### src/common/cpu_pkg.sv
// cpu back end shared definitions
package cpu_pkg;

    // datapath and register file
    localparam int xlen         = 32;
    localparam int reg_addr_w   = 5;
    localparam int reg_count    = 1 << reg_addr_w;

    // word addressing, low two address bits select a byte
    localparam int word_addr_w  = xlen - 2;

    // data cache geometry and miss timing
    localparam int dcache_depth = 256;
    localparam int depth_w      = $clog2(dcache_depth);
    localparam int line_words   = 4;
    localparam int line_off_w   = $clog2(line_words);
    localparam int tag_w        = word_addr_w - line_off_w;
    localparam int miss_cycles  = 3;
    localparam int miss_cnt_w   = $clog2(miss_cycles + 1);

    typedef logic [miss_cnt_w-1:0] miss_cnt_t;

    // counter value loaded on the first stall cycle of a miss
    localparam miss_cnt_t miss_reload = miss_cnt_t'(miss_cycles - 1);

    typedef enum logic [3:0] {
        add    = 4'd0,
        sub    = 4'd1,
        and_op = 4'd2,
        or_op  = 4'd3,
        xor_op = 4'd4,
        addi   = 4'd5,
        load   = 4'd6,
        store  = 4'd7,
        nop    = 4'd8
    } opcode_e;

    typedef struct packed {
        logic                  valid;
        opcode_e               op;
        logic [reg_addr_w-1:0] rs1;
        logic [reg_addr_w-1:0] rs2;
        logic [reg_addr_w-1:0] rd;
        logic [xlen-1:0]       imm;
        logic [xlen-1:0]       pc_plus_4;
    } issue_t;

    typedef struct packed {
        logic [xlen-1:0]       alu_result;
        logic [xlen-1:0]       mem_wdata;
        logic                  memrd;
        logic                  memwr;
        logic [xlen-1:0]       pc_plus_4;
        logic [reg_addr_w-1:0] rd;
        logic                  mem2reg;
        logic                  regwr;
    } ex_mem_t;

    typedef struct packed {
        logic [xlen-1:0]       alu_result;
        logic [xlen-1:0]       mem_dat;
        logic [xlen-1:0]       pc_plus_4;
        logic [reg_addr_w-1:0] rd;
        logic                  mem2reg;
        logic                  regwr;
    } mem_wb_t;

    typedef struct packed {
        logic                   ren;
        logic                   wen;
        logic [word_addr_w-1:0] addr;
        logic [xlen-1:0]        wdata;
    } dcache_req_t;

    // reverses byte order, same mapping in both directions
    function automatic logic [xlen-1:0] byte_swap(input logic [xlen-1:0] word);
        logic [xlen-1:0] swapped;
        for (int i = 0; i < xlen / 8; i++) begin
            swapped[8*i +: 8] = word[xlen-8-8*i +: 8];
        end
        return swapped;
    endfunction

endpackage

### src/wb/wb_stage.sv
// writeback stage and register file
module wb_stage (
    input  logic                             clk,
    input  logic                             rst_n,
    input  cpu_pkg::mem_wb_t                 mem_wb,
    input  logic [cpu_pkg::reg_addr_w-1:0]   rs1_idx,
    input  logic [cpu_pkg::reg_addr_w-1:0]   rs2_idx,
    output logic [cpu_pkg::xlen-1:0]         rs1_data,
    output logic [cpu_pkg::xlen-1:0]         rs2_data,
    output logic                             retire_en,
    output logic [cpu_pkg::reg_addr_w-1:0]   retire_rd,
    output logic [cpu_pkg::xlen-1:0]         retire_data
);

    logic [cpu_pkg::xlen-1:0]  regs [cpu_pkg::reg_count];
    logic [cpu_pkg::xlen-1:0]  wb_data;
    logic                      wr_en;

    // loads take memory data, everything else the ALU result
    assign wb_data     = mem_wb.mem2reg ? mem_wb.mem_dat : mem_wb.alu_result;

    // bubbles arrive with regwr low
    assign retire_en   = mem_wb.regwr;
    assign retire_rd   = mem_wb.rd;
    assign retire_data = wb_data;

    // x0 is hardwired
    assign wr_en       = mem_wb.regwr && (mem_wb.rd != '0);

    always_ff @(posedge clk or negedge rst_n) begin
        if (!rst_n) begin
            for (int i = 0; i < cpu_pkg::reg_count; i++) begin
                regs[i] <= '0;
            end
        end else if (wr_en) begin
            regs[mem_wb.rd] <= wb_data;
        end
    end

    // two asynchronous read ports
    always_comb begin
        rs1_data = (rs1_idx == '0) ? '0 : regs[rs1_idx];
        rs2_data = (rs2_idx == '0) ? '0 : regs[rs2_idx];
    end

endmodule

### config.mk
export PLATFORM = sky130hd
export DESIGN_NAME = wb_stage
export DESIGN_NICKNAME = d
export VERILOG_FILES = /design/src/common/cpu_pkg.sv /design/src/wb/wb_stage.sv
export SDC_FILE = /design/constraint.sdc
export NUM_CORES = 2
export LEC_CHECK = 0
export BUFFER_PORTS_ARGS = -buffer_cell sky130_fd_sc_hd__clkbuf_2
export CAP_MARGIN = 20
export CELL_PAD_IN_SITES_DETAIL_PLACEMENT = 1
export CELL_PAD_IN_SITES_GLOBAL_PLACEMENT = 2
export CORE_AREA = 4 4 344 346
export CTS_BUF_LIST = sky130_fd_sc_hd__clkbuf_8
export DETAILED_ROUTE_END_ITERATION = 10
export DIE_AREA = 0 0 348 350
export PLACE_DENSITY = 0.85
export REMOVE_ABC_BUFFERS = 1
export SETUP_SLACK_MARGIN = 0.15
export SYNTH_ARGS = -nofsm -noshare
export SYNTH_HDL_FRONTEND = slang
export SYNTH_SLANG_ARGS = --single-unit
export TNS_END_PERCENT = 10
### constraint.sdc
create_clock -name clk -period 3.25 [get_ports clk]
set_clock_uncertainty 0.15 [all_clocks]
set_input_delay 0.1625 -clock clk [delete_from_list [all_inputs] [get_ports clk]]
set_output_delay 0.1625 -clock clk [all_outputs]
set_load 0.01 [all_outputs]
; ---- Word level (Yosys, flattened, before mapping)
; Index checks and enable logic that the tools add are counted.
; Widths: inputs -> output; s select.
[totals]
wordCells = 56
regBits = 1024
out_inout_bits = 102
in_bits = 115
[op_classes]
n_reduce_logical = 5
n_mux = 12
n_bitwise = 3
order_cmp = 4
[op_table]
columns = operator, count
row1 = $bwmux 1024, 1
row2 = $bmux 32 s5, 2
row3 = $mux 32, 8
row4 = $demux 32 s5, 1
row5 = $ge 6x6->1 const B, 3
row6 = $not 5->6, 3
row7 = $logic_not 5->1, 2
row8 = $lt 6x1->1 const B, 1
row9 = $reduce_bool 5->1, 1
row10 = $logic_and 1x1->1, 2

; ---- Logic depth before layout (Yosys ltp)
[depth]
word_depth = 6
depth_mapped = 7
ltp_nobuf = 4

; ---- Worst setup path before layout
; Ideal clock, no wire load.
[synth_path]
path_kind = input to output
start = input rs1_idx[0] (netlist name)
end = output rs1_data[20] (netlist name)
n_path_buf = 3
cell_stages = 7
setup_slack_ns = 1.406
required_ns = 2.938
arrival_ns = 1.531
path_cell_list = buf_4 > buf_6 > and2b_4 > buf_6 > a221oi_1 > o21ai_0 > a311oi_1
[synth_via]
elab_chain_len = 5
word_cells_on_any_way = 6
cone_classes = mux (4) / bitwise (1) / reduce/logical (1)
[synth_lines]
columns = item, line
row1 = start: declaration, wb_stage.sv:6  ; input logic [cpu_pkg::reg_addr_w-1:0] rs1_idx,
row2 = $not 5->6 (not written as such), wb_stage.sv:42  ; rs1_data = (rs1_idx == '0) ? '0 : regs[rs1_idx];
row3 = $bmux 32 s5, wb_stage.sv:42
row4 = $mux 32 (not written as such) (2 in series), wb_stage.sv:42
row5 = $mux 32 (*), wb_stage.sv:42
row6 = end: declaration, wb_stage.sv:8  ; output logic [cpu_pkg::xlen-1:0] rs1_data,
; Every way passes the cells marked *; elsewhere a longest branch is shown, timed or not. The select of a mux whose other input is x is not followed.

; ---- Final worst setup path
[layout_path]
start = register regs[948] (netlist name)
end = output rs1_data[20] (netlist name)
[layout_via]
elab_chain_len = 4
[layout_lines]
columns = item, line
row1 = start: declaration, wb_stage.sv:15  ; logic [cpu_pkg::xlen-1:0] regs [cpu_pkg::reg_count];
row2 = start signal: indexed assignment, wb_stage.sv:36  ; regs[mem_wb.rd] <= wb_data;
row3 = $bmux 32 s5, wb_stage.sv:42
row4 = $mux 32 (not written as such) (2 in series), wb_stage.sv:42
row5 = $mux 32, wb_stage.sv:42
; Every way passes these cells. The select of a mux whose other input is x is not followed.

==> impl_metrics.yaml <==
critical_path:
  criticalPathCategory: "reg2out"
  path_cells: "mux4_2 > nor2b_1 > a211oi_1 > a311oi_1 > buf_4 > clkbuf_2"
  crit_path_end_kind: "primary output"
  max_stage_delay_ps: 470
  worst-r2r-setup-slack_ps: 1850
  worstRegToRegCells: 3
  critPathMaxFanout: 3
  cp_slowest_cell: "sky130_fd_sc_hd__mux4_2"
  worst_ep_required_time_ps: 2940
  cp-start-kind: "flop"
  timing.critical_path.arrival_ps: 2760
grt:
  globalRouteTotalUtil: 0.317
  grt_pass1_vias: 44300
  antenna_found_initial: 4
  grt_pass1_wl_mm: 288
  gr-total-overflow: 0
  grt_start_max_net_pins: 114
die:
  placeableCoreArea_um2: 115000
  io_pins: 217
  die-area_um2: 122000
  die_x_um: 348
  floorplan.rows: 125
  initial_utilization: 0.465
  die_height_um: 350
clocking:
  clk_transition_reported_paths_ps: 60
  h-tree-depth: 4
  clock_insertion_delay_worst_skew_ps: 870
  tritoncts.num_buffers: 180
  tritoncts_clock_tree: "done"
  clk_root_buffer_cell: "sky130_fd_sc_hd__clkbuf_8"
  post-cts-setup-buffer-count: 0
  clock_sinks: 1024
  cts_buffer_depth: 3
power:
  leakagePower_nw: 26.0
  share_seq_of_total_power: 0.464
  combPwrFrac: 0.229
  power.density_cell_area_nw_per_um2: 628
  clkPwrFrac: 0.307
  post-layout-total-power_mw: 38.3
  power.ir.vdd_worst_mv: 0.394
  power.internal_mw: 26.2
  total_switching_power_mw: 12.1
  switching_share: 0.315
synthesis:
  synth_top_area_cell: "sky130_fd_sc_hd__dfrtp_1"
  synth_top_cells_by_area: "sky130_fd_sc_hd__dfrtp_1 48%, sky130_fd_sc_hd__mux4_2 18%, sky130_fd_sc_hd__a21oi_1 5.1%"
  synth_edf_count: 0
  ys_async_sr_fraction: 1.00
  synthDistinctLibCells: 38
  synth_area_per_cell_um2: 11.2
  synth.ff_latch_count: 1024
  synthesized_netlist_cell_count: 4784
  yosysWarningCount: 0
  post-synth-top-area-fraction: 0.477
  syn_area_um2: 53700
  synth.yosys.seq_area_share: 0.477
  synthFlopType: "sky130_fd_sc_hd__dfrtp_1"
status:
  status: "complete, no violations"
timing:
  post-route-period-util: 0.945
  timing.fmax_mhz: 326
  worst_hold_slack_ps: 195
  maxSlewHeadroom: 0.239
  setup_violating_endpoint_count_in_the_final_report: 0
  rsz_0062_raised_after_global_routing: "yes"
  period_needed_ps: 3070
  tightest_slew_ps: 1140
  slew_viol_final: 0
  final_hold_viol_count: 0
  total_negative_slack_ps: 0
finish:
  layout_top_registers: "regs: 1024 flops"
  largest_register: "regs"
  register_area_um2: 25600
  nets: 5024
  drive_above_1_share: 0.258
  syn_to_final_growth_pct: 13.6
  largest_register_ffs: 1024
  multiInputGateArea_um2: 25500
  fin_area_um2: 61000
  fill_cells: 12000
placement:
  place.gp.congestion: 0.815
  number_of_input_and_output_port_buffers_inserted: 184
  detailed_place.area_um2: 56700
  place_hpwl_mm: 115
route:
  vias_per_cell: 6.36
  via_count: 41800
  drtAntennaViolNets: 0
  drt-initial-drc-count: 3669
  routed_wirelength_mm: 191
  drt-wirelength-per-cell_um: 29.1
  drt-pass1-iter-count: 6
  drc_errors: 0
job:
  max_cap_violations: 0
hold_path:
  holdPathStages: 4
  min_path_type: "in2reg"
-- logic make-up (layout without fill, tap and decap cells) --
group / after synthesis / in the layout / synth area share
buf+inv: 576 / 836 / 0.0549
mux: 672 / 672 / 0.232
other cells: 0 / 4 / 0
flops: 1024 / 1024 / 0.477
simple gates: 1151 / 1151 / 0.0902
compound gates: 1361 / 1361 / 0.146
-- metrics by stage --
step / std cells / worst slack (ps) / util
after floorplan: 4242 / 98.4 / -
after global placement: 6173 / 469 / 0.491
after detailed placement: 6173 / 411 / 0.491
after CTS: 6566 / 137 / 0.528
after global routing: 6570 / 61.2 / 0.528
final: 6572 / 180 / 0.528
-- Yosys cell counts (3+ instances only) --
cell type	instances
sky130_fd_sc_hd__dfrtp_1	1024
sky130_fd_sc_hd__nor2_1	614
sky130_fd_sc_hd__a21oi_1	552
sky130_fd_sc_hd__mux4_2	438
sky130_fd_sc_hd__nand2_1	415
sky130_fd_sc_hd__o21ai_0	412
sky130_fd_sc_hd__clkbuf_1	299
sky130_fd_sc_hd__mux2i_1	160
sky130_fd_sc_hd__buf_2	131
sky130_fd_sc_hd__o21ai_1	85
sky130_fd_sc_hd__nor2b_1	71
sky130_fd_sc_hd__a211oi_1	64
sky130_fd_sc_hd__a22oi_1	64
sky130_fd_sc_hd__a311oi_1	64
sky130_fd_sc_hd__mux2_2	64
sky130_fd_sc_hd__buf_4	58
sky130_fd_sc_hd__a21oi_2	56
sky130_fd_sc_hd__buf_6	54
sky130_fd_sc_hd__a221oi_1	48
sky130_fd_sc_hd__inv_1	32
sky130_fd_sc_hd__o2111ai_1	15
sky130_fd_sc_hd__nor3_4	11
sky130_fd_sc_hd__mux4_1	10
sky130_fd_sc_hd__nand3_1	8
sky130_fd_sc_hd__nand2b_1	5
sky130_fd_sc_hd__nor2_2	5
sky130_fd_sc_hd__nor4_4	4
sky130_fd_sc_hd__nand4_1	3
-- cell usage in the layout, fill, tap and decap left out, types with 62 or more instances in the layout --
master	netlist	layout
sky130_fd_sc_hd__nor2b_1	71	69
sky130_fd_sc_hd__inv_1	32	100
sky130_fd_sc_hd__mux4_2	438	438
sky130_fd_sc_hd__o21ai_1	85	85
sky130_fd_sc_hd__o21ai_0	412	412
sky130_fd_sc_hd__nand2_1	415	415
sky130_fd_sc_hd__dfrtp_1	1024	1024
sky130_fd_sc_hd__nor2_1	614	613
sky130_fd_sc_hd__a311oi_1	64	62
sky130_fd_sc_hd__a21oi_1	552	552
sky130_fd_sc_hd__a22oi_1	64	64
sky130_fd_sc_hd__mux2_2	64	64
sky130_fd_sc_hd__clkbuf_2	0	176
sky130_fd_sc_hd__buf_12	0	68
sky130_fd_sc_hd__mux2i_1	160	128
sky130_fd_sc_hd__clkbuf_8	0	223
sky130_fd_sc_hd__buf_4	58	158
sky130_fd_sc_hd__dlygate4sd3_1	0	75
sky130_fd_sc_hd__a211oi_1	64	64
-- critical path: cells and delay by family (launching register included) --
family	cells	cell delay [ps]
flops	1	390
mux	1	470
simple gates	1	150
buf+inv	2	340
compound gates	2	520
-- area by class of cell --
cell class	count	share of cell area
inverters	34	0.00217
multi-input cells	3184	0.419
flip-flops and latches	1024	0.420
well taps	1524	0.0313
repair buffers	485	0.0704
diodes	4	0.000164
clock inverters	94	0.00696
clock buffers	223	0.0503
-- final timing paths --
check                                 startpoint                    end
max                        regs[948]$_DFFE_PN0P_           rs1_data[20]
min                                   mem_wb[96]  regs[601]$_DFFE_PN0P_
max reg2reg                regs[729]$_DFFE_PN0P_  regs[729]$_DFFE_PN0P_
min reg2reg                regs[996]$_DFFE_PN0P_  regs[996]$_DFFE_PN0P_
max in group asynchronous                  rst_n  regs[565]$_DFFE_PN0P_
min in group asynchronous                  rst_n  regs[719]$_DFFE_PN0P_
-- power groups by stage --
stage,logic [mW],registers (mW),clock network [mW]
floorplan,5.91,17.1,0
global placement,8.25,17.6,0
detailed placement,8.63,17.9,0
CTS,8.79,17.7,12.0
global route,9.67,18.1,12.6
finish,8.79,17.8,11.8
-- metal layers --
layer  global-route usage  vias up  part of all wire
li1                     -    17700                 -
met4                0.123        6             0.039
met2                0.507     1609              0.47
met3               0.0617      454             0.069
met5                    0        -           0.00020
met1                0.431    22000              0.42
-- what timing repair did --
item                        CTS  global route
setup endpoints to repair     2            10
hold buffers                 76             0
resized for setup             1             1
hold endpoints to repair   2016             0
gates cloned                  0             0
Power figures use the tool's default switching activity.
