### src/common/cpu_pkg.sv
// cpu back end shared definitions
package cpu_pkg;

    // datapath and register file
    localparam int xlen         = 32;
    localparam int reg_addr_w   = 5;
    localparam int reg_count    = 1 << reg_addr_w;

    // word addressing, low two address bits select a byte
    localparam int word_addr_w  = xlen - 2;

    // data cache geometry and miss timing
    localparam int dcache_depth = 256;
    localparam int depth_w      = $clog2(dcache_depth);
    localparam int line_words   = 4;
    localparam int line_off_w   = $clog2(line_words);
    localparam int tag_w        = word_addr_w - line_off_w;
    localparam int miss_cycles  = 3;
    localparam int miss_cnt_w   = $clog2(miss_cycles + 1);

    typedef logic [miss_cnt_w-1:0] miss_cnt_t;

    // counter value loaded on the first stall cycle of a miss
    localparam miss_cnt_t miss_reload = miss_cnt_t'(miss_cycles - 1);

    typedef enum logic [3:0] {
        add    = 4'd0,
        sub    = 4'd1,
        and_op = 4'd2,
        or_op  = 4'd3,
        xor_op = 4'd4,
        addi   = 4'd5,
        load   = 4'd6,
        store  = 4'd7,
        nop    = 4'd8
    } opcode_e;

    typedef struct packed {
        logic                  valid;
        opcode_e               op;
        logic [reg_addr_w-1:0] rs1;
        logic [reg_addr_w-1:0] rs2;
        logic [reg_addr_w-1:0] rd;
        logic [xlen-1:0]       imm;
        logic [xlen-1:0]       pc_plus_4;
    } issue_t;

    typedef struct packed {
        logic [xlen-1:0]       alu_result;
        logic [xlen-1:0]       mem_wdata;
        logic                  memrd;
        logic                  memwr;
        logic [xlen-1:0]       pc_plus_4;
        logic [reg_addr_w-1:0] rd;
        logic                  mem2reg;
        logic                  regwr;
    } ex_mem_t;

    typedef struct packed {
        logic [xlen-1:0]       alu_result;
        logic [xlen-1:0]       mem_dat;
        logic [xlen-1:0]       pc_plus_4;
        logic [reg_addr_w-1:0] rd;
        logic                  mem2reg;
        logic                  regwr;
    } mem_wb_t;

    typedef struct packed {
        logic                   ren;
        logic                   wen;
        logic [word_addr_w-1:0] addr;
        logic [xlen-1:0]        wdata;
    } dcache_req_t;

    // reverses byte order, same mapping in both directions
    function automatic logic [xlen-1:0] byte_swap(input logic [xlen-1:0] word);
        logic [xlen-1:0] swapped;
        for (int i = 0; i < xlen / 8; i++) begin
            swapped[8*i +: 8] = word[xlen-8-8*i +: 8];
        end
        return swapped;
    endfunction

endpackage

### src/mem/mem_stage.sv
// memory stage
module mem_stage (
    input  logic                       clk,
    input  logic                       rst_n,
    input  cpu_pkg::ex_mem_t           ex_mem,
    input  logic                       stall,
    input  logic [cpu_pkg::xlen-1:0]   rdata,
    output cpu_pkg::dcache_req_t       dcache_req,
    output cpu_pkg::mem_wb_t           mem_wb
);

    // cache request straight from EX/MEM, no register in between
    always_comb begin
        dcache_req.ren   = ex_mem.memrd;
        dcache_req.wen   = ex_mem.memwr;
        // word address, byte offset dropped
        dcache_req.addr  = ex_mem.alu_result[cpu_pkg::xlen-1:2];
        // memory keeps the opposite byte order
        dcache_req.wdata = cpu_pkg::byte_swap(ex_mem.mem_wdata);
    end

    // MEM/WB register
    always_ff @(posedge clk or negedge rst_n) begin
        if (!rst_n) begin
            mem_wb <= '0;
        end else begin
            // read data is sampled every cycle, back in core order
            mem_wb.mem_dat <= cpu_pkg::byte_swap(rdata);
            if (!stall) begin
                mem_wb.alu_result <= ex_mem.alu_result;
                mem_wb.pc_plus_4  <= ex_mem.pc_plus_4;
                mem_wb.rd         <= ex_mem.rd;
                mem_wb.mem2reg    <= ex_mem.mem2reg;
                mem_wb.regwr      <= ex_mem.regwr;
            end
        end
    end

    // relies on the cache holding rdata during a miss
    a_hold_on_stall: assert property (
        @(posedge clk) disable iff (!rst_n)
        stall |=> $stable(mem_wb)
    );

endmodule

### config.mk
export PLATFORM = sky130hd
export DESIGN_NAME = mem_stage
export DESIGN_NICKNAME = d
export VERILOG_FILES = /design/src/common/cpu_pkg.sv /design/src/mem/mem_stage.sv
export SDC_FILE = /design/constraint.sdc
export NUM_CORES = 1
export LEC_CHECK = 0
export BUFFER_PORTS_ARGS = -buffer_cell sky130_fd_sc_hd__buf_2
export CAP_MARGIN = 0
export CORE_AREA = 8 8 114 116
export DETAILED_ROUTE_END_ITERATION = 7
export DIE_AREA = 0 0 122 124
export GPL_TIMING_DRIVEN = 0
export HOLD_SLACK_MARGIN = 0.06
export PLACE_DENSITY = 0.76
export RECOVER_POWER = 100
export SLEW_MARGIN = 40
export SYNTH_ARGS = -nofsm -noshare
export SYNTH_HDL_FRONTEND = slang
export SYNTH_SLANG_ARGS = --single-unit
### constraint.sdc
create_clock -name clk -period 1.3 [get_ports clk]
set_input_delay 0.065 -clock clk [delete_from_list [all_inputs] [get_ports clk]]
set_output_delay 0.065 -clock clk [all_outputs]
set_load 0.05 [all_outputs]
# After elaboration in Yosys (flattened, before gate mapping)
# Cells that the tools add are included.
# totals
inputBits	140
out_inout_bits	167
register_bits	103
word_cells	6

# Longest topological paths before layout
# Gate-level depths: netlist of run 1.
# logic_depth
depth_word	0
depth_mapped	3
mapped_depth_nobuf	1

# Least setup slack after synthesis of run 1
# No wires, ideal clock.
# synth_path
kind	reg-to-reg
from	register mem_wb[1] (netlist name)
to	register mem_wb[1] (netlist name)
stages_incl_launch_ff	2
t_arrival_ns	0.866
setup_time_ns	0.125
n_path_buf	0
period_less_slack_ns	0.990
setup_slack_ns	0.310
path_cell_list	dfrtp_1 -> mux2_2
# synth_rtl
item	line_no	rtl
end, declared	mem_stage.sv:9	output cpu_pkg::mem_wb_t mem_wb

# Worst setup path after layout of run 1
# layout_path
from	input port ex_mem[76] (netlist name)
to	output port dcache_req[33] (netlist name)
# layout_rtl
item	line_no	rtl
start, declared	mem_stage.sv:5	input cpu_pkg::ex_mem_t ex_mem,
end, declared	mem_stage.sv:8	output cpu_pkg::dcache_req_t dcache_req,
# No word-level cell between the ends.

==> results of run 1 <==
-- cell usage in the layout, fill, tap and decap left out --
cell type / n
buf_12: 7
buf_16: 1
buf_2: 85
buf_4: 64
buf_6: 1
bufinv_16: 1
clkbuf_1: 54
clkbuf_16: 9
clkbuf_2: 131
clkbuf_4: 1
clkbuf_8: 1
clkinv_2: 2
clkinv_4: 1
dfrtp_1: 103
diode_2: 1
dlygate4sd3_1: 104
inv_6: 2
mux2_1: 51
mux2_2: 1
mux2_4: 19
-- synth_stat cells --
library cell,instances
mux2_4,70
buf_12,7
dfrtp_1,103
mux2_2,1
buf_4,64
buf_6,1
-- worst paths after layout --
| path | cells after the start | to | slack, ns | from |
|---|---|---|---|---|
| max | 4 | dcache_req[33] | 0.07 | ex_mem[76] |
| min | 2 | mem_wb[1]$_DFFE_PN0N_ | 0.14 | stall |
| max reg2reg | 1 | mem_wb[37]$_DFFE_PN0N_ | 0.46 | mem_wb[37]$_DFFE_PN0N_ |
| min reg2reg | 1 | mem_wb[22]$_DFFE_PN0N_ | 0.50 | mem_wb[22]$_DFFE_PN0N_ |
| max in group asynchronous | 3 | mem_wb[17]$_DFFE_PN0N_ | 0.26 | rst_n |
| min in group asynchronous | 2 | mem_wb[81]$_DFFE_PN0N_ | 0.33 | rst_n |
-- per-layer routing --
layer	global-route usage, %	vias up
li1	-	1533
met5	0	-
met3	7.98	20
met2	32.7	182
met1	17.3	1550
met4	6.48	0
-- critical path: stages --
cell	delay (ns)
dlygate4sd3_1	0.54
clkbuf_1	0.16
buf_4	0.13
clkbuf_2	0.27
-- kinds of logic after synthesis --
family                 share of synthesized area (%)
muxes                                           24.9
buffers and inverters                           14.8
DFF                                             60.3
-- power groups by stage --
stage | Sequential, mW | Clock [mW] | Combinational (mW)
after floorplan | 4.64 | 0 | 0.991
after global placement | 3.66 | 0 | 2.66
after detailed placement | 3.67 | 0 | 2.71
after CTS | 3.62 | 2.80 | 2.96
after global routing | 3.65 | 2.93 | 2.89
final | 3.62 | 2.71 | 2.76
-- final cells by class --
| cell class | instances | area (um2) | share of cell area, % |
|---|---|---|---|
| sequential | 103 | 2580 | 37.2 |
| timing repair buffer | 376 | 2360 | 34.1 |
| multi-input combinational | 71 | 871 | 12.6 |
| buffer | 72 | 632 | 9.12 |
| clock buffer | 10 | 239 | 3.45 |
| tap | 143 | 179 | 2.58 |
| clock inverter | 6 | 66.3 | 0.957 |
| antenna | 1 | 2.50 | 0.0361 |
-- metrics by stage --
stage          setup TNS, ns  cells  setup WS [ns]  cell area (um2)  power, mW
6_report                   0    782         0.0708             6930       9.09
5_1_grt                    0    781         0.0567             6920       9.47
4_1_cts                    0    781          0.141             7190       9.38
3_5_place_dp               0    661          0.384             5840       6.38
3_3_place_gp          -83.42    660         -0.820             5810       6.32
2_1_floorplan              0    246          0.310             4270       5.63
==> out/metrics.cfg, run 1 <==
[outcome]
status=finished, final reports clean

[setup_path]
critical_path.startpoint_type=primary input
crit_required_ns=1.24
crit_type=primary input to primary output
critPathMaxFanout=2
critPathCaptureType=primary output
arrival_ns=1.16

[pwr]
internal-power_mw=5.92
ir_drop_v=0.000730
combPwrFrac_pct=30.4
clkPwrFrac_pct=29.8
leakagePower_nw=3.50
seq_power_share_pct=39.8
swShare_pct=34.9
p_per_area_nw_per_um2=1310
p_sw_mw=3.17

[sta]
slew_violations=0
hold_viol=0
period_needed_ns=1.23
relSlewSlack_pct=56.4
finalSetupViolCount=0
fin_crit_sh_pct=94.6
tightest_slew_ns=0.657
whs_ns=0.139
max_freq_mhz=814
grt_setup_unrepaired=no
skew_ns=0

[route]
ant_nets=0
routed.top_layer=met4
drc=0
firstDrtPassIters=4
dr_total_vias=3285
wl_met3_mm=1.56
wl_met2_mm=7.51
drt_iter0_markers=118
viasPerCell=4.20
wl_per_cell_um=17.8
route.layer.met1.wl_mm=4.64
drt-total-wl_mm=14.0

[logic_synthesis]
syn_nets=386
seq_area_frac_synth_pct=60.3
syn-cell-area_um2=4270
yosys.cell_types.count=6
ys_warn_count=0
yosysTopAreaCellShare_pct=60.3
syn_inst=246
synth_top_cell_by_area=dfrtp_1
ys_ff_latch=103
synth.area.top_cells=dfrtp_1, mux2_4, buf_4
syn_avg_cell_area_um2=17.4

[placed_design]
io_buffers=271
gp_congestion=0.779
hpwl_mm=9.92

[layout]
fin_nets=773
top_register=mem_wb
reg.largest.list=mem_wb (103)
drive_gt1_share_pct=51.1
fin_util_pct=62.0
fillers=891
syn_to_final_growth_pct=62.2
largest_register_ffs=103

[cts]
clockRootBuffer=clkbuf_16
cts.sinks=103
ctsResizeCount=0
postCtsSetupBuffers=0
cts_hold_buffers=104
cts_buffers=9
clk_pin_slew_worst_paths_ns=0.07
tritoncts=built
clockBufferDepth=2
clk_latency_ns=0.33
htree_levels=3

[global_route]
grt_pass1_vias=3868
antenna_found_initial=0
grt_overflow_total=0
grt_start_max_net_pins=61
grt_util_all_layers_pct=17.8
grt_pass1_wl_mm=20.8

[die]
die-area_um2=15100
core.rowCount=39
die_h_um=124
die_width_um=122
num_io_pins=307
core_area_um2=11200
start_util_pct=38.2

[run]
cap_violations=0

[worst_hold_path]
hold_class=primary input to register

(Power assumes the default switching activity.)
==> inputs of run 2 (changes only) <==
BUFFER_PORTS_ARGS = -buffer_cell sky130_fd_sc_hd__buf_4   (was -buffer_cell sky130_fd_sc_hd__buf_2)
==> run 2 against run 1 <==
Net effect: final cell count shrank 0.26%; combinational power grew 7.2%; critical endpoint is now dcache_req[32]; non-clock buffer count is the same; highest routed layer unchanged; largest cell class unchanged; worst setup slack gained 0.044 ns.
==> out/metrics.cfg, run 2 (synthesized netlist as in run 1, its figures left out) <==
[outcome]
status=finished, final reports clean

[cts]
postCtsSetupBuffers=0
htree_levels=3
cts.sinks=103
cts_buffers=9
clockRootBuffer=clkbuf_16
clk_latency_ns=0.33
clk_pin_slew_worst_paths_ns=0.07
clockBufferDepth=2
tritoncts=built
ctsResizeCount=0

[pwr]
total_power_mw=9.15
p_per_area_nw_per_um2=1260
ir_drop_v=0.000652
leakagePower_nw=3.72

[die]
start_util_pct=38.2
die_width_um=122
core.rowCount=39
die-area_um2=15100
num_io_pins=307
core_area_um2=11200
die_h_um=124

[layout]
fin_nets=773
mostFrequentLayoutCells=clkbuf_2, dlygate4sd3_1, dfrtp_1
final-seq-area_um2=2580
fillers=909
drive_gt1_share_pct=57.8
multi_input_area_um2=1010
largest_register_ffs=103
reg.largest.list=mem_wb (103)
top_register=mem_wb
final_common_cell=clkbuf_2
fin_util_pct=65.1
diodes=0
syn_to_final_growth_pct=70.3

[setup_path]
critPathCaptureType=primary output
crit_type=primary input to primary output
critical_path.startpoint_type=primary input
crit_required_ns=1.24
critPathMaxFanout=2
arrival_ns=1.12

[sta]
max_freq_mhz=843
slew_violations=0
finalSetupViolCount=0
skew_ns=0
period_needed_ns=1.19
tightest_slew_ns=0.668
hold_viol=0
grt_setup_unrepaired=no
fin_crit_sh_pct=91.2
relSlewSlack_pct=55.6
finalSetupTns_ns=0

[route]
firstDrtPassIters=3
viasPerCell=4.25
wl_per_cell_um=18.9
dr_total_vias=3316
ant_nets=0
drt-total-wl_mm=14.7
drt_iter0_markers=103
drc=0

[global_route]
antenna_found_initial=0
grt_start_max_net_pins=104
grt_util_all_layers_pct=18.8
grt_pass1_vias=3881
grt_overflow_total=0
grt_pass1_wl_mm=21.9

[run]
cap_violations=0

[placed_design]
gp_congestion=0.726
hpwl_mm=10.1
io_buffers=271

[worst_hold_path]
hold_class=primary input to register

==> run 2: cell types whose count changed in the layout (fill, tap and decap cells not counted), sizes merged <==
| cell | delta |
|---|---|
| clkinvlp | +1 |
| inv | -2 |
| clkinv | -1 |
| buf | -66 |
| diode | -1 |
| clkbuf | +67 |
==> run 2: layer usage <==
layer  up-vias  wire length [um]  track usage (%)
met1      1601              5030             18.8
met4         0               269             6.78
li1       1526                 -                -
met3        20              1400             6.48
met5         -                 0                0
met2       169              8010             35.4
==> run 2: report_power, final <==
part	switching, mW	leakage [nW]	internal [mW]	total (mW)
registers	0.151	1.20	3.48	3.63
clock network	1.09	0.135	1.48	2.57
logic	1.90	2.38	1.06	2.96
==> run 2: critical path: stages <==
cell	delay (ns)
dlygate4sd3_1	0.53
clkbuf_1	0.14
buf_4	0.12
clkbuf_2	0.26
==> run 2: stage by stage <==
step                      cells  setup WS (ns)  hold WS, ns  instance area [um2]
after floorplan             246          0.310       -0.231                 4270
after global placement      660          0.109        0.174                 6480
after detailed placement    660          0.407        0.162                 6490
after CTS                   779          0.159        0.130                 7810
after global routing        780         0.0771        0.137                 7270
final                       780          0.114        0.136                 7270
==> run 2: cell type report <==
type	count	area share, %
Multi-Input combinational cell	71	13.9
Clock buffer	11	3.20
Buffer	72	8.69
Timing Repair Buffer	376	35.7
Sequential cell	103	35.4
Tap cell	143	2.46
Clock inverter	4	0.654
==> run 2: path summary, 6_finish.rpt <==
path	depth (start not counted)	end	slack [ns]	start
hold / removal	2	mem_wb[1]$_DFFE_PN0N_	0.14	stall
hold reg to reg	1	mem_wb[17]$_DFFE_PN0N_	0.51	mem_wb[17]$_DFFE_PN0N_
min in group asynchronous	2	mem_wb[76]$_DFFE_PN0N_	0.19	rst_n
max in group asynchronous	3	mem_wb[66]$_DFF_PN0_	0.26	rst_n
setup / recovery	4	dcache_req[32]	0.11	ex_mem[75]
setup reg to reg	1	mem_wb[35]$_DFFE_PN0N_	0.47	mem_wb[35]$_DFFE_PN0N_
==> run 2: timing repair <==
action / CTS / global route
hold buffers: 104 / 0
endpoints found under the hold margin: 206 / 0
endpoints found under the setup margin: 0 / 0
