[src/common/cpu_pkg.sv]
// cpu back end shared definitions
package cpu_pkg;

    // datapath and register file
    localparam int xlen         = 32;
    localparam int reg_addr_w   = 5;
    localparam int reg_count    = 1 << reg_addr_w;

    // word addressing, low two address bits select a byte
    localparam int word_addr_w  = xlen - 2;

    // data cache geometry and miss timing
    localparam int dcache_depth = 256;
    localparam int depth_w      = $clog2(dcache_depth);
    localparam int line_words   = 4;
    localparam int line_off_w   = $clog2(line_words);
    localparam int tag_w        = word_addr_w - line_off_w;
    localparam int miss_cycles  = 3;
    localparam int miss_cnt_w   = $clog2(miss_cycles + 1);

    typedef logic [miss_cnt_w-1:0] miss_cnt_t;

    // counter value loaded on the first stall cycle of a miss
    localparam miss_cnt_t miss_reload = miss_cnt_t'(miss_cycles - 1);

    typedef enum logic [3:0] {
        add    = 4'd0,
        sub    = 4'd1,
        and_op = 4'd2,
        or_op  = 4'd3,
        xor_op = 4'd4,
        addi   = 4'd5,
        load   = 4'd6,
        store  = 4'd7,
        nop    = 4'd8
    } opcode_e;

    typedef struct packed {
        logic                  valid;
        opcode_e               op;
        logic [reg_addr_w-1:0] rs1;
        logic [reg_addr_w-1:0] rs2;
        logic [reg_addr_w-1:0] rd;
        logic [xlen-1:0]       imm;
        logic [xlen-1:0]       pc_plus_4;
    } issue_t;

    typedef struct packed {
        logic [xlen-1:0]       alu_result;
        logic [xlen-1:0]       mem_wdata;
        logic                  memrd;
        logic                  memwr;
        logic [xlen-1:0]       pc_plus_4;
        logic [reg_addr_w-1:0] rd;
        logic                  mem2reg;
        logic                  regwr;
    } ex_mem_t;

    typedef struct packed {
        logic [xlen-1:0]       alu_result;
        logic [xlen-1:0]       mem_dat;
        logic [xlen-1:0]       pc_plus_4;
        logic [reg_addr_w-1:0] rd;
        logic                  mem2reg;
        logic                  regwr;
    } mem_wb_t;

    typedef struct packed {
        logic                   ren;
        logic                   wen;
        logic [word_addr_w-1:0] addr;
        logic [xlen-1:0]        wdata;
    } dcache_req_t;

    // reverses byte order, same mapping in both directions
    function automatic logic [xlen-1:0] byte_swap(input logic [xlen-1:0] word);
        logic [xlen-1:0] swapped;
        for (int i = 0; i < xlen / 8; i++) begin
            swapped[8*i +: 8] = word[xlen-8-8*i +: 8];
        end
        return swapped;
    endfunction

endpackage

[src/ex/ex_stage.sv]
// execute stage
module ex_stage (
    input  logic                             clk,
    input  logic                             rst_n,
    input  cpu_pkg::issue_t                  issue,
    input  logic                             stall,
    input  logic [cpu_pkg::xlen-1:0]         rs1_data,
    input  logic [cpu_pkg::xlen-1:0]         rs2_data,
    output logic [cpu_pkg::reg_addr_w-1:0]   rs1_idx,
    output logic [cpu_pkg::reg_addr_w-1:0]   rs2_idx,
    output cpu_pkg::ex_mem_t                 ex_mem
);

    cpu_pkg::ex_mem_t          ex_mem_next;
    logic [cpu_pkg::xlen-1:0]  alu_result;
    logic [cpu_pkg::xlen-1:0]  imm_sum;
    logic                      active;

    // register file read happens in the issue cycle
    assign rs1_idx = issue.rs1;
    assign rs2_idx = issue.rs2;

    // invalid slots and nops turn into bubbles
    assign active  = issue.valid && (issue.op != cpu_pkg::nop);

    // shared adder for addi and effective addresses
    assign imm_sum = rs1_data + issue.imm;

    always_comb begin
        case (issue.op)
            cpu_pkg::add:    alu_result = rs1_data + rs2_data;
            cpu_pkg::sub:    alu_result = rs1_data - rs2_data;
            cpu_pkg::and_op: alu_result = rs1_data & rs2_data;
            cpu_pkg::or_op:  alu_result = rs1_data | rs2_data;
            cpu_pkg::xor_op: alu_result = rs1_data ^ rs2_data;
            cpu_pkg::addi,
            cpu_pkg::load,
            cpu_pkg::store:  alu_result = imm_sum;
            default:         alu_result = '0;
        endcase
    end

    always_comb begin
        ex_mem_next            = '0;
        ex_mem_next.alu_result = alu_result;
        ex_mem_next.mem_wdata  = rs2_data;
        ex_mem_next.pc_plus_4  = issue.pc_plus_4;
        ex_mem_next.rd         = issue.rd;
        if (active) begin
            ex_mem_next.memrd   = (issue.op == cpu_pkg::load);
            ex_mem_next.memwr   = (issue.op == cpu_pkg::store);
            ex_mem_next.mem2reg = (issue.op == cpu_pkg::load);
            // every active op except store writes a register
            ex_mem_next.regwr   = (issue.op != cpu_pkg::store);
        end
    end

    // EX/MEM register, frozen while the cache stalls
    always_ff @(posedge clk or negedge rst_n) begin
        if (!rst_n) begin
            ex_mem <= '0;
        end else if (!stall) begin
            ex_mem <= ex_mem_next;
        end
    end

    // the cache port carries one access per instruction
    a_single_access: assert property (
        @(posedge clk) disable iff (!rst_n)
        !(ex_mem.memrd && ex_mem.memwr)
    );

endmodule

[config.mk]
export PLATFORM = sky130hd
export DESIGN_NAME = ex_stage
export DESIGN_NICKNAME = d
export VERILOG_FILES = /design/src/common/cpu_pkg.sv /design/src/ex/ex_stage.sv
export SDC_FILE = /design/constraint.sdc
export NUM_CORES = 1
export LEC_CHECK = 0
export ABC_AREA = 1
export BUFFER_PORTS_ARGS = -buffer_cell sky130_fd_sc_hd__buf_2
export CAP_MARGIN = 25
export CELL_PAD_IN_SITES_DETAIL_PLACEMENT = 1
export CELL_PAD_IN_SITES_GLOBAL_PLACEMENT = 2
export CORE_MARGIN = 2
export CORE_UTILIZATION = 30
export CTS_BUF_LIST = sky130_fd_sc_hd__clkbuf_4
export CTS_CLUSTER_DIAMETER = 60
export CTS_CLUSTER_SIZE = 20
export DETAILED_ROUTE_END_ITERATION = 7
export HOLD_SLACK_MARGIN = 0.1
export MAX_ROUTING_LAYER = met4
export PLACE_DENSITY_LB_ADDON = 0.12
export SLEW_MARGIN = 20
export SYNTH_ARGS = -nofsm -noshare
export SYNTH_HDL_FRONTEND = slang
export SYNTH_SLANG_ARGS = --single-unit
[constraint.sdc]
create_clock -name clk -period 2.3 [get_ports clk]
set_clock_uncertainty 0.1 [all_clocks]
set_input_delay 0.46 -clock clk [delete_from_list [all_inputs] [get_ports clk]]
set_output_delay 0.46 -clock clk [all_outputs]
set_load 0.005 [all_outputs]
* After elaboration in Yosys (flattened, before gate mapping) *
Index checks and enable logic that the tools add are counted.

operators by class
  bitwise gates (word level) = 3
  $add $sub $neg = 3
  eq/ne operators = 9
  muxes and demuxes = 3
  reductions and logical operators = 3

operators with widths
  cell                                                   number
  one-hot mux 32 bit (6 select lines)                    1
  adder 32 bit                                           2
  AND 32 bit                                             1
  OR 32 bit                                              1
  subtractor 32 bit                                      1
  bitwise XOR 32 bit                                     1
  equality test 4 x 3 -> 1 bit, second input constant    4
  equality test 4 x 2 -> 1 bit, second input constant    2
  equality test 4 x 1 -> 1 bit, second input constant    1
  logical NOT 4 bit                                      1
  two-way mux 2 bit                                      2
  inequality test 4 x 3 -> 1 bit, second input constant  1
  inequality test 4 bit, second input constant           1
  OR reduction 3 bit                                     1
  logical AND 1 bit                                      1

word-level totals
  logic and storage cells = 29
  bits in registers = 105
  input port bits = 151

* Depth between registers and ports, before layout *
Gate-level depths: netlist (run 1).

  word-level depth = 3
  gate-level depth with buffers = 26
  gate-level depth less buffers = 26

* Worst setup path after synthesis (run 1) *
No wires, ideal clock.

  path type = input -> register
  start point = in rs2_data[1] (netlist bit)
  end point = reg ex_mem[104] (netlist bit)
  required time = 2.084 ns
  setup time = 0.116 ns
  path buffers = 0
  data arrival time = 2.876 ns
  stages on the path = 25
  path slack = -0.792 ns
  cell sequence = inv_1 > ha_1 > nand2_2 > nor2_4 > nand3_2 > nor2_4 > nand4_2 > nor2_4 > nand3_1 > o21ai_1 > nand3_1 > o211ai_1 > ha_1 > a21oi_1 > o21ai_0 > inv_1 > nand2_1 > nand2_1 > nand2_1 > a21oi_1 > nand3_1 > nand3_1 > nand2_1 > nand2_1 > nand2_1

on the way
  cells in the longest elaborated chain, start to end = 2

ends and longest elaborated chain
  item                                                      RTL line                        RTL
  from (decl)                                               ex_stage.sv:8                   input logic [cpu_pkg::xlen-1:0] rs2_data,
  subtractor 32 bit / adder 32 bit (equally long branches)  ex_stage.sv:32, ex_stage.sv:31
  one-hot mux 32 bit (6 select lines) (*)                   ex_stage.sv:30                  case (issue.op)
  to (signal assigned)                                      ex_stage.sv:63                  ex_mem <= ex_mem_next;
  to (decl)                                                 ex_stage.sv:11                  output cpu_pkg::ex_mem_t ex_mem

Every way passes the cells marked *; elsewhere a longest branch is shown, timed or not.
A chain may end at the register's enable or synchronous reset.

* Worst setup path after layout (run 1) *
Same ends and word-level chain as after synthesis.

==> summary.txt, run 1 <==
Non-Filler Instances: 2,258
Hold Crit Class: in -> reg
top_reg_cell synth: dfrtp_1
initial antenna violation count: 3
Distinct cells, synth: 45
Final Cycle Share: 133%
Area after DPL: 0.0127 mm²
post-layout util: 49.8%
GRT Total Usage: 27.7%
reg2reg start: ex_mem[103]
fmax: 328 MHz
FILL cells: 3,739
Final setup viols: 29
max_cap viols: 0
vias in the first global route: 11.1k
most common cell after layout, fill and taps aside: nand2_1
Final Cell Area: 0.0147 mm²
minimum clock period: 3050 ps
Seq cells post-synth: 104
maximum VDD drop: 0.271 mV
largest net degree at the start of global routing: 43
remaining antenna violation count: 0
startpoint types: input pin
PwrDens: 436 mW/mm²
DP Wirelength: 34,600 µm
synthesis-to-layout area growth: 63.4%
IO Port Bufs: 245
clk root buf: clkbuf_4
crit path DAT: 3360 ps
Yosys Warn Count: 0
leakage: 7.50 nW
Hold Vio Cnt, Final: 0
H-tree levels: 3
minimum setup slack in the final design: -749 ps
first-pass GRT wire length: 64,100 µm
CTS max path bufs: 2
Placement Rows: 63
WL final: 43,800 µm
fin nets: 2,115
RSZ-0062 raised after global routing: true
Crit. Startpoint: rs2_data[1]
WHS: 187 ps
DR DRC count: 0
DR vias: 11.1k
status: complete, but fails checks
clock-pin slew on the worst setup and hold paths: 160 ps
Avg Synthesized Cell Area: 6.78 µm²
dpl ws: -1470 ps
Num CTS Buffers: 9
chip width: 177 µm
most frequent cells in the layout: nand2_1 (424), buf_4 (270), buf_2 (240)
number of synthesized flops with an enable pin: 0
Critical Path End Type: register
CTS tree: done
most frequent cell on the critical path: nand2_1
Vias/cell: 4.93
Pwr Total: 6.44 mW
cell family with most CP delay: simple AND/OR/NAND/NOR gates
WP data required: 2610 ps
Cells after Synth: 1,331
Largest register FFs: 104
initial core utilization: 30.4%
layout cells sized above 1: 44.4%
async set or reset register ratio after synthesis: 100%
Die Area: 0.0315 mm²
worst min-delay path startpoint: stall
Buf/Inv on CP: 3
Largest regs: ex_mem: 104 flops
Largest Register: ex_mem
remaining global-route overflow: 0
DIE HEIGHT: 177 µm
CTS sink count: 104
Synth Net Count: 1,585
Worst-Margin Slew: 517 ps
Routed wire per std cell: 19.4 µm
Mapped Area: 0.00902 mm²
Boundary Pins: 266
first-iteration detailed-routing DRC count: 539
CP max-delay cell: ha_4
TritonRoute pass-1 iters: 5
Core ar.: 0.0296 mm²
Placed Cells: 2,155
Skew-Pair Late Insertion Delay: 490 ps
Final TNS setup: -17,360 ps
Slew headroom: 65.1%
WS Path Type: in -> reg
Slew Limit Fails: 0
failing checks: negative setup slack
slowest stage delay, CP: 250 ps
RePlAce Congestion: 0.959
sequential fraction of the synthesis area: 28.8%
worst-path fanout max: 4
[worst register-to-register path, stage by stage (launching register included)]
cell	delay (ps)
dfrtp_1	530
nand2_1	110
nand2_1	60
[kinds of logic (layout without fill, tap and decap cells)]
logic type / Yosys count / after routing / synth area share [%]
other cells: 0 / 2 / 0
fa+ha+maj: 103 / 103 / 14.4
simple gates: 726 / 726 / 34.1
compound gates: 220 / 220 / 14.4
xor+xnor: 3 / 3 / 0.291
buf+inv: 175 / 710 / 7.99
flops: 104 / 104 / 28.8
[repair_timing]
item	in CTS	in global routing
gates resized for setup	156	117
setup endpoints to repair	30	30
endpoints found under the hold margin	109	0
hold buffers	38	0
pin swaps	66	56
buffers inserted	24	24
[path summary, 6_finish.rpt]
check                              end  slack (ps)  cells after the start
setup / recovery           ex_mem[104]        -750                     26
hold reg to reg             ex_mem[77]         390                      2
max in group asynchronous   ex_mem[68]        1190                      3
hold / removal              ex_mem[91]         190                      3
setup reg to reg           ex_mem[103]        1430                      2
min in group asynchronous    ex_mem[5]         320                      2
[Yosys cell counts, drive strengths merged (6+ instances only)]
master | number | area share (%)
nor2 | 139 | 6.7
a221oi | 18 | 1.7
or2 | 19 | 1.3
o2111ai | 12 | 1.2
ha | 102 | 14
a21oi | 59 | 3.3
buf | 26 | 1.8
nand4 | 8 | 0.62
a31oi | 21 | 1.5
inv | 116 | 4.8
dfrtp | 104 | 29
nand2 | 480 | 20
o211ai | 6 | 0.50
o21ai | 89 | 5.0
nand3 | 67 | 3.9
nor3 | 7 | 0.64
clkbuf | 30 | 1.2
[where the power goes]
part,total [mW],internal [mW],switching [mW]
combinational,3.27,1.47,1.80
sequential,2.13,2.02,0.108
clock,1.04,0.359,0.678
[area by class of cell]
| type | instances | area, µm² | share of cell area, % |
|---|---|---|---|
| clock buffer | 10 | 75.1 | 0.509 |
| multi-input combinational | 1052 | 6990 | 47.4 |
| clock inverter | 6 | 73.8 | 0.501 |
| sequential | 104 | 2600 | 17.6 |
| antenna | 2 | 5.00 | 0.0339 |
| tap | 390 | 488 | 3.31 |
| inverter | 119 | 490 | 3.33 |
| timing repair buffer | 575 | 4020 | 27.3 |
[metal layers]
metal / wire (µm) / GRT usage (%) / vias to the layer above / share of wire, %
met5: 0 / - / - / 0
met4: 507 / 4.30 / 0 / 1.2
met3: 2180 / 2.96 / 28 / 5.0
met2: 20400 / 44.0 / 287 / 46
met1: 20800 / 38.7 / 5403 / 47
li1: - / - / 5410 / -
No activity file was read; power rests on OpenSTA's default activity.
==> run 2, diff against run 1 <==
Settings changed: CORE_ASPECT_RATIO set to 0.75, CORE_UTILIZATION 30 to 31.
==> run 2 against run 1 <==
  * The flow still finishes with violations (negative setup slack)
  * Sequential cell count unchanged
  * Largest power group unchanged
  * Clock-buffer cell count stayed put
  * Clock power is essentially flat
  * Core utilization up 5.7 points
  * Non-clock buffer count increased by 41
==> summary.txt, run 2 (synthesized netlist as in run 1, its figures left out) <==
status: complete, but fails checks (unchanged)
failing checks: negative setup slack (unchanged)
RSZ-0062 raised after global routing: true (unchanged)
initial core utilization: 31.3% (was 30.4%)
DIE HEIGHT: 152 µm (was 177 µm)
WHS Path Cells: 3 (unchanged)
chip width: 201 µm (was 177 µm)
R2R Path End: ex_mem[86] (was ex_mem[103])
Area after DPL: 0.0128 mm² (was 0.0127 mm²)
CTS max path bufs: 2 (unchanged)
WL final: 49,800 µm (was 43,800 µm)
slowest stage delay, CP: 280 ps (was 250 ps)
Die Area: 0.0305 mm² (was 0.0315 mm²)
Largest register FFs: 104 (unchanged)
DR DRC count: 0 (unchanged)
WHS Endpoint: ex_mem[72] (was ex_mem[91])
Skew-Pair Late Insertion Delay: 510 ps (was 490 ps)
reg2reg start: ex_mem[86] (was ex_mem[103])
Crit path depth: 24 (was 26)
Non-Filler Instances: 2,305 (was 2,258)
minimum clock period: 3360 ps (was 3050 ps)
first-iteration detailed-routing DRC count: 941 (was 539)
CTS tree: done (unchanged)
worst-path fanout max: 5 (was 4)
reg2reg path depth: 1 (was 2)
WHS: 154 ps (was 187 ps)
cell family with most CP delay: simple AND/OR/NAND/NOR gates (unchanged)
Routed wire per std cell: 21.6 µm (was 19.4 µm)
DR vias: 11.8k (was 11.1k)
Slew headroom: 47.7% (was 65.1%)
PwrDens: 447 mW/mm² (was 436 mW/mm²)
synthesis-to-layout area growth: 77.5% (was 63.4%)
clk root buf: clkbuf_4 (unchanged)
Placed Cells: 2,164 (was 2,155)
H-tree levels: 3 (unchanged)
RePlAce Congestion: 1.02 (was 0.959)
worst min-delay path startpoint: rs2_data[31] (was stall)
Buf/Inv on CP: 2 (was 3)
Num CTS Buffers: 9 (unchanged)
maximum VDD drop: 0.201 mV (was 0.271 mV)
most frequent cell on the critical path: nand2_1 (unchanged)
Placement Rows: 54 (was 63)
Vias/cell: 5.11 (was 4.93)
remaining antenna violation count: 0 (unchanged)
Worst-Margin Slew: 784 ps (was 517 ps)
clock-pin slew on the worst setup and hold paths: 220 ps (was 160 ps)
WS Path Type: in -> reg (unchanged)
Hold Vio Cnt, Final: 0 (unchanged)
fmax: 298 MHz (was 328 MHz)
max_cap viols: 0 (unchanged)
most frequent cells in the layout: nand2_1 (400), buf_4 (282), buf_2 (235) (was nand2_1 (424), buf_4 (270), buf_2 (240))
IO Port Bufs: 245 (unchanged)
Largest regs: ex_mem: 104 flops (unchanged)
R2R setup slack: 1350 ps (was 1430 ps)
Critical Path End Type: register (unchanged)
Pwr Total: 7.16 mW (was 6.44 mW)
CP max-delay cell: ha_4 (unchanged)
TritonRoute pass-1 iters: 5 (unchanged)
Final setup viols: 29 (unchanged)
largest net degree at the start of global routing: 140 (was 43)
crit path DAT: 3670 ps (was 3360 ps)
layout cells sized above 1: 49.4% (was 44.4%)
first-pass GRT wire length: 69,500 µm (was 64,100 µm)
leakage: 7.97 nW (was 7.50 nW)
initial antenna violation count: 7 (was 3)
FILL cells: 3,570 (was 3,739)
WP data required: 2620 ps (was 2610 ps)
Hold Crit Class: in -> reg (unchanged)
Final TNS setup: -19,450 ps (was -17,360 ps)
fin nets: 2,157 (was 2,115)
worst-path cell chain: buf_12 -> inv_16 -> ha_4 -> nand2_4 -> nor2_4 -> nand3_4 -> nor2_4 -> nand4_4 -> nor2_4 -> nand2_1 -> o21ai_2 -> nand3_1 -> a21oi_2 -> ha_4 -> nand2_4 -> o21ai_2 -> a21oi_2 -> nor2_1 -> nor2_2 -> nand3b_1 -> nand3_2 -> nand2_1 -> nand2_1 -> nand2_1
Boundary Pins: 266 (unchanged)
dpl ws: -1620 ps (was -1470 ps)
startpoint types: input pin (unchanged)
Final Cycle Share: 146% (was 133%)
minimum setup slack in the final design: -1060 ps (was -749 ps)
Final Cell Area: 0.0160 mm² (was 0.0147 mm²)
Slew Limit Fails: 0 (unchanged)
post-layout util: 55.5% (was 49.8%)
DP Wirelength: 35,600 µm (was 34,600 µm)
GRT Total Usage: 31.1% (was 27.7%)
vias in the first global route: 11.8k (was 11.1k)
most common cell after layout, fill and taps aside: nand2_1 (unchanged)
Core ar.: 0.0289 mm² (was 0.0296 mm²)
CTS sink count: 104 (unchanged)
remaining global-route overflow: 0 (unchanged)
Largest Register: ex_mem (unchanged)
run 2: layer usage:
| layer | global-route usage (%) | up-vias | routed length [µm] |
|---|---|---|---|
| met3 | 7.25 | 65 | 3400 |
| li1 | - | 5503 | - |
| met5 | - | - | 0 |
| met2 | 46.9 | 380 | 22400 |
| met1 | 42.0 | 5838 | 22900 |
| met4 | 8.19 | 0 | 1040 |
run 2: how the worst max path moves through the flow:
stage,startpoint,to,slack [ps]
final,rs2_data[1],ex_mem[103],-1060
after global routing,rs2_data[1],ex_mem[103],-1110
after CTS,rs2_data[1],ex_mem[103],-730
after detailed placement,rs2_data[1],ex_mem[103],-1620
after global placement,rs2_data[1],ex_mem[103],-1570
after floorplan,rs2_data[1],ex_mem[102],-740
run 2: tightest hold or removal path, stage by stage:
cell and delay (ps):
buf_2 130, inv_1 120, o21ai_0 80
run 2: area by class of cell:
| class | instances | area [µm²] | share of cell area (%) |
|---|---|---|---|
| Antenna cell | 5 | 12.5 | 0.0781 |
| Clock buffer | 10 | 75.1 | 0.469 |
| Clock inverter | 6 | 62.6 | 0.391 |
| Inverter | 119 | 498 | 3.11 |
| Multi-Input combinational cell | 1053 | 7770 | 48.6 |
| Sequential cell | 104 | 2600 | 16.3 |
| Tap cell | 392 | 490 | 3.06 |
| Timing Repair Buffer | 616 | 4500 | 28.1 |
run 2: report_power, final:
part | switching, mW | internal, mW | leakage (nW)
clock | 0.784 | 0.264 | 0.0763
sequential | 0.124 | 2.02 | 1.30
combinational | 2.17 | 1.80 | 6.59
total | 3.08 | 4.08 | 7.97
run 2: timing repair:
action / in CTS / in global routing
pin swaps: 126 / 110
setup endpoints to repair: 30 / 30
gates resized for setup: 304 / 161
hold endpoints to repair: 67 / 0
gates cloned: 1 / 0
hold buffers: 38 / 0
setup buffers: 65 / 27
==> run 3, diff against run 2 <==
Settings changed: BUFFER_PORTS_ARGS -buffer_cell sky130_fd_sc_hd__buf_2 to unset, CORE_UTILIZATION 31 to 38, DONT_BUFFER_PORTS set to 1, HOLD_SLACK_MARGIN 0.1 to 0.08.
==> run 3 against run 2 <==
  * Cell count down 18%
  * Via count down 11%
  * First-iteration DRC count fell by 10%
  * Global-route usage up 4.1 points
  * Setup slack gained 320 ps
  * Sequential share of layout area increased by 3.4 points
  * Critical endpoint is now ex_mem[104]
  * Power down 12%
  * The flow finishes with violations (negative hold slack, negative setup slack)
  * Critical path depth is 1 higher
  * Core utilization increased by 1.5 points
  * Sequential power grew 4%
  * Sequential cell count did not move
  * Largest power group unchanged
==> summary.txt, run 3 (synthesized netlist as in run 1, its figures left out) <==
status: complete, but fails checks (unchanged)
failing checks: negative hold slack, negative setup slack (was negative setup slack)
hold buffer count at cts: 67 (was 38)
most frequent cells in the layout: nand2_1 (419), buf_4 (223), inv_1 (107) (was nand2_1 (400), buf_4 (282), buf_2 (235))
Final setup viols: 29 (unchanged)
leakage: 6.31 nW (was 7.97 nW)
Slew Limit Fails: 0 (unchanged)
clk root buf: clkbuf_4 (unchanged)
remaining global-route overflow: 0 (unchanged)
Skew-Pair Late Insertion Delay: 470 ps (was 510 ps)
Routed wire per std cell: 23.3 µm (was 21.6 µm)
Boundary Pins: 266 (unchanged)
Largest Register: ex_mem (unchanged)
WS Path Type: in -> reg (unchanged)
reg2reg path depth: 3 (was 1)
GRT Total Usage: 35.2% (was 31.1%)
Crit. Startpoint: rs2_data[1] (unchanged)
dpl ws: -1270 ps (was -1620 ps)
Largest regs: ex_mem: 104 flops (unchanged)
post-layout util: 57.1% (was 55.5%)
WP data required: 2630 ps (was 2620 ps)
area of the multi-input gates: 0.00698 mm² (was 0.00777 mm²)
fin nets: 1,845 (was 2,157)
Critical Path End Type: register (unchanged)
Vias/cell: 5.56 (was 5.11)
Hold Vio Cnt, Final: 104 (was 0)
RSZ-0062 raised after global routing: true (unchanged)
largest net degree at the start of global routing: 106 (was 140)
Final Cycle Share: 132% (was 146%)
Num CTS Buffers: 9 (unchanged)
Hold Crit Class: in -> async (was in -> reg)
TritonRoute pass-1 iters: 5 (unchanged)
initial antenna violation count: 1 (was 7)
Largest register FFs: 104 (unchanged)
Worst-Margin Slew: 644 ps (was 784 ps)
clock-pin slew on the worst setup and hold paths: 240 ps (was 220 ps)
PwrDens: 475 mW/mm² (was 447 mW/mm²)
Slew headroom: 57.1% (was 47.7%)
Comb power frac: 46.3% (was 55.4%)
reg2reg start: ex_mem[90] (was ex_mem[86])
Placed Cells: 1,769 (was 2,164)
minimum clock period: 3040 ps (was 3360 ps)
fmax: 329 MHz (was 298 MHz)
vias in the first global route: 10.9k (was 11.8k)
max_cap viols: 0 (unchanged)
R2R setup slack: 830 ps (was 1350 ps)
first-iteration detailed-routing DRC count: 847 (was 941)
CTS max path bufs: 2 (unchanged)
chip width: 182 µm (was 201 µm)
initial core utilization: 38.9% (was 31.3%)
startpoint types: input pin (unchanged)
remaining antenna violation count: 0 (unchanged)
Int Power: 3.71 mW (was 4.08 mW)
Core ar.: 0.0232 mm² (was 0.0289 mm²)
Non-Filler Instances: 1,897 (was 2,305)
Reg power frac: 35.4% (was 30.0%)
minimum setup slack in the final design: -735 ps (was -1060 ps)
Pwr Total: 6.28 mW (was 7.16 mW)
Final TNS setup: -15,660 ps (was -19,450 ps)
DP Wirelength: 31,600 µm (was 35,600 µm)
FILL cells: 2,890 (was 3,570)
CTS sink count: 104 (unchanged)
slowest stage delay, CP: 360 ps (was 280 ps)
DR DRC count: 0 (unchanged)
layout cells sized above 1: 31.6% (was 49.4%)
switch share: 40.9% (was 43.0%)
clock share of power: 18.4% (was 14.6%)
Area after DPL: 0.0109 mm² (was 0.0128 mm²)
H-tree levels: 3 (unchanged)
CP max-delay cell: ha_1 (was ha_4)
IO Port Bufs: 0 (was 245)
RePlAce Congestion: 0.969 (was 1.02)
Switch Pwr: 2.57 mW (was 3.08 mW)
Seq. cell area: 0.00260 mm² (unchanged)
WL final: 44,300 µm (was 49,800 µm)
WHS: -527 ps (was 154 ps)
crit path DAT: 3360 ps (was 3670 ps)
DR vias: 10.5k (was 11.8k)
Die Area: 0.0250 mm² (was 0.0305 mm²)
DIE HEIGHT: 137 µm (was 152 µm)
worst-path fanout max: 4 (was 5)
first-pass GRT wire length: 64,400 µm (was 69,500 µm)
CTS tree: done (unchanged)
most common cell after layout, fill and taps aside: nand2_1 (unchanged)
Placement Rows: 48 (was 54)
synthesis-to-layout area growth: 46.6% (was 77.5%)
most frequent cell on the critical path: nand2_1 (unchanged)
maximum VDD drop: 0.316 mV (was 0.201 mV)
Final Cell Area: 0.0132 mm² (was 0.0160 mm²)
==> run 3: cell types whose count changed in the layout (fill, tap and decap cells not counted), sizes merged <==
cell and change:
buf -339, dlygate4sd3 +28, diode -4, bufinv +1, clkbuf -1, nand2 -1
==> run 3: path summary, 6_finish.rpt <==
kind                                to
max in group asynchronous   ex_mem[68]
min in group clk            ex_mem[50]
min reg2reg                 ex_mem[80]
max                        ex_mem[104]
min                         ex_mem[44]
max reg2reg                 ex_mem[90]
==> run 3: worst max-delay path, delay by kind of cell <==
kind	cells	cell delay, ps
buffers and inverters	5	510
adder cells (fa/ha/maj)	2	490
AND/OR/NAND/NOR	14	1280
AO/OA/AOI/OAI	4	620
==> run 3: cell type report <==
class                           count  share of cell area (%)
Timing Repair Buffer              305                    19.6
Clock buffer                        9                   0.511
Antenna cell                        1                  0.0189
Clock inverter                      7                   0.738
Sequential cell                   104                    19.7
Inverter                          119                    3.85
Multi-Input combinational cell   1052                    52.8
Tap cell                          300                    2.84
==> run 3: power groups by stage <==
| stage | clock [mW] | sequential (mW) | combinational (mW) |
|---|---|---|---|
| final | 1.16 | 2.22 | 2.91 |
| after global routing | 1.23 | 2.24 | 3.12 |
| after CTS | 1.19 | 2.22 | 2.53 |
| after detailed placement | 0 | 2.25 | 2.06 |
| after global placement | 0 | 2.25 | 1.99 |
| after floorplan | 0 | 2.17 | 1.18 |
==> run 3: routing by layer <==
metal	global-route usage, %	part of all wire, %	vias to the layer above
li1	-	-	4875
met1	46.5	45	5174
met2	54.4	44	431
met3	9.25	8.9	66
met4	8.11	2.2	0
met5	-	0	-
==> run 3: repair_timing <==
| action | in CTS | in global routing |
|---|---|---|
| buffers inserted | 25 | 20 |
| resized for setup | 147 | 90 |
| cloned | 0 | 0 |
| pin swaps | 40 | 48 |
| endpoints found under the hold margin | 208 | 104 |
| endpoints found under the setup margin | 29 | 30 |
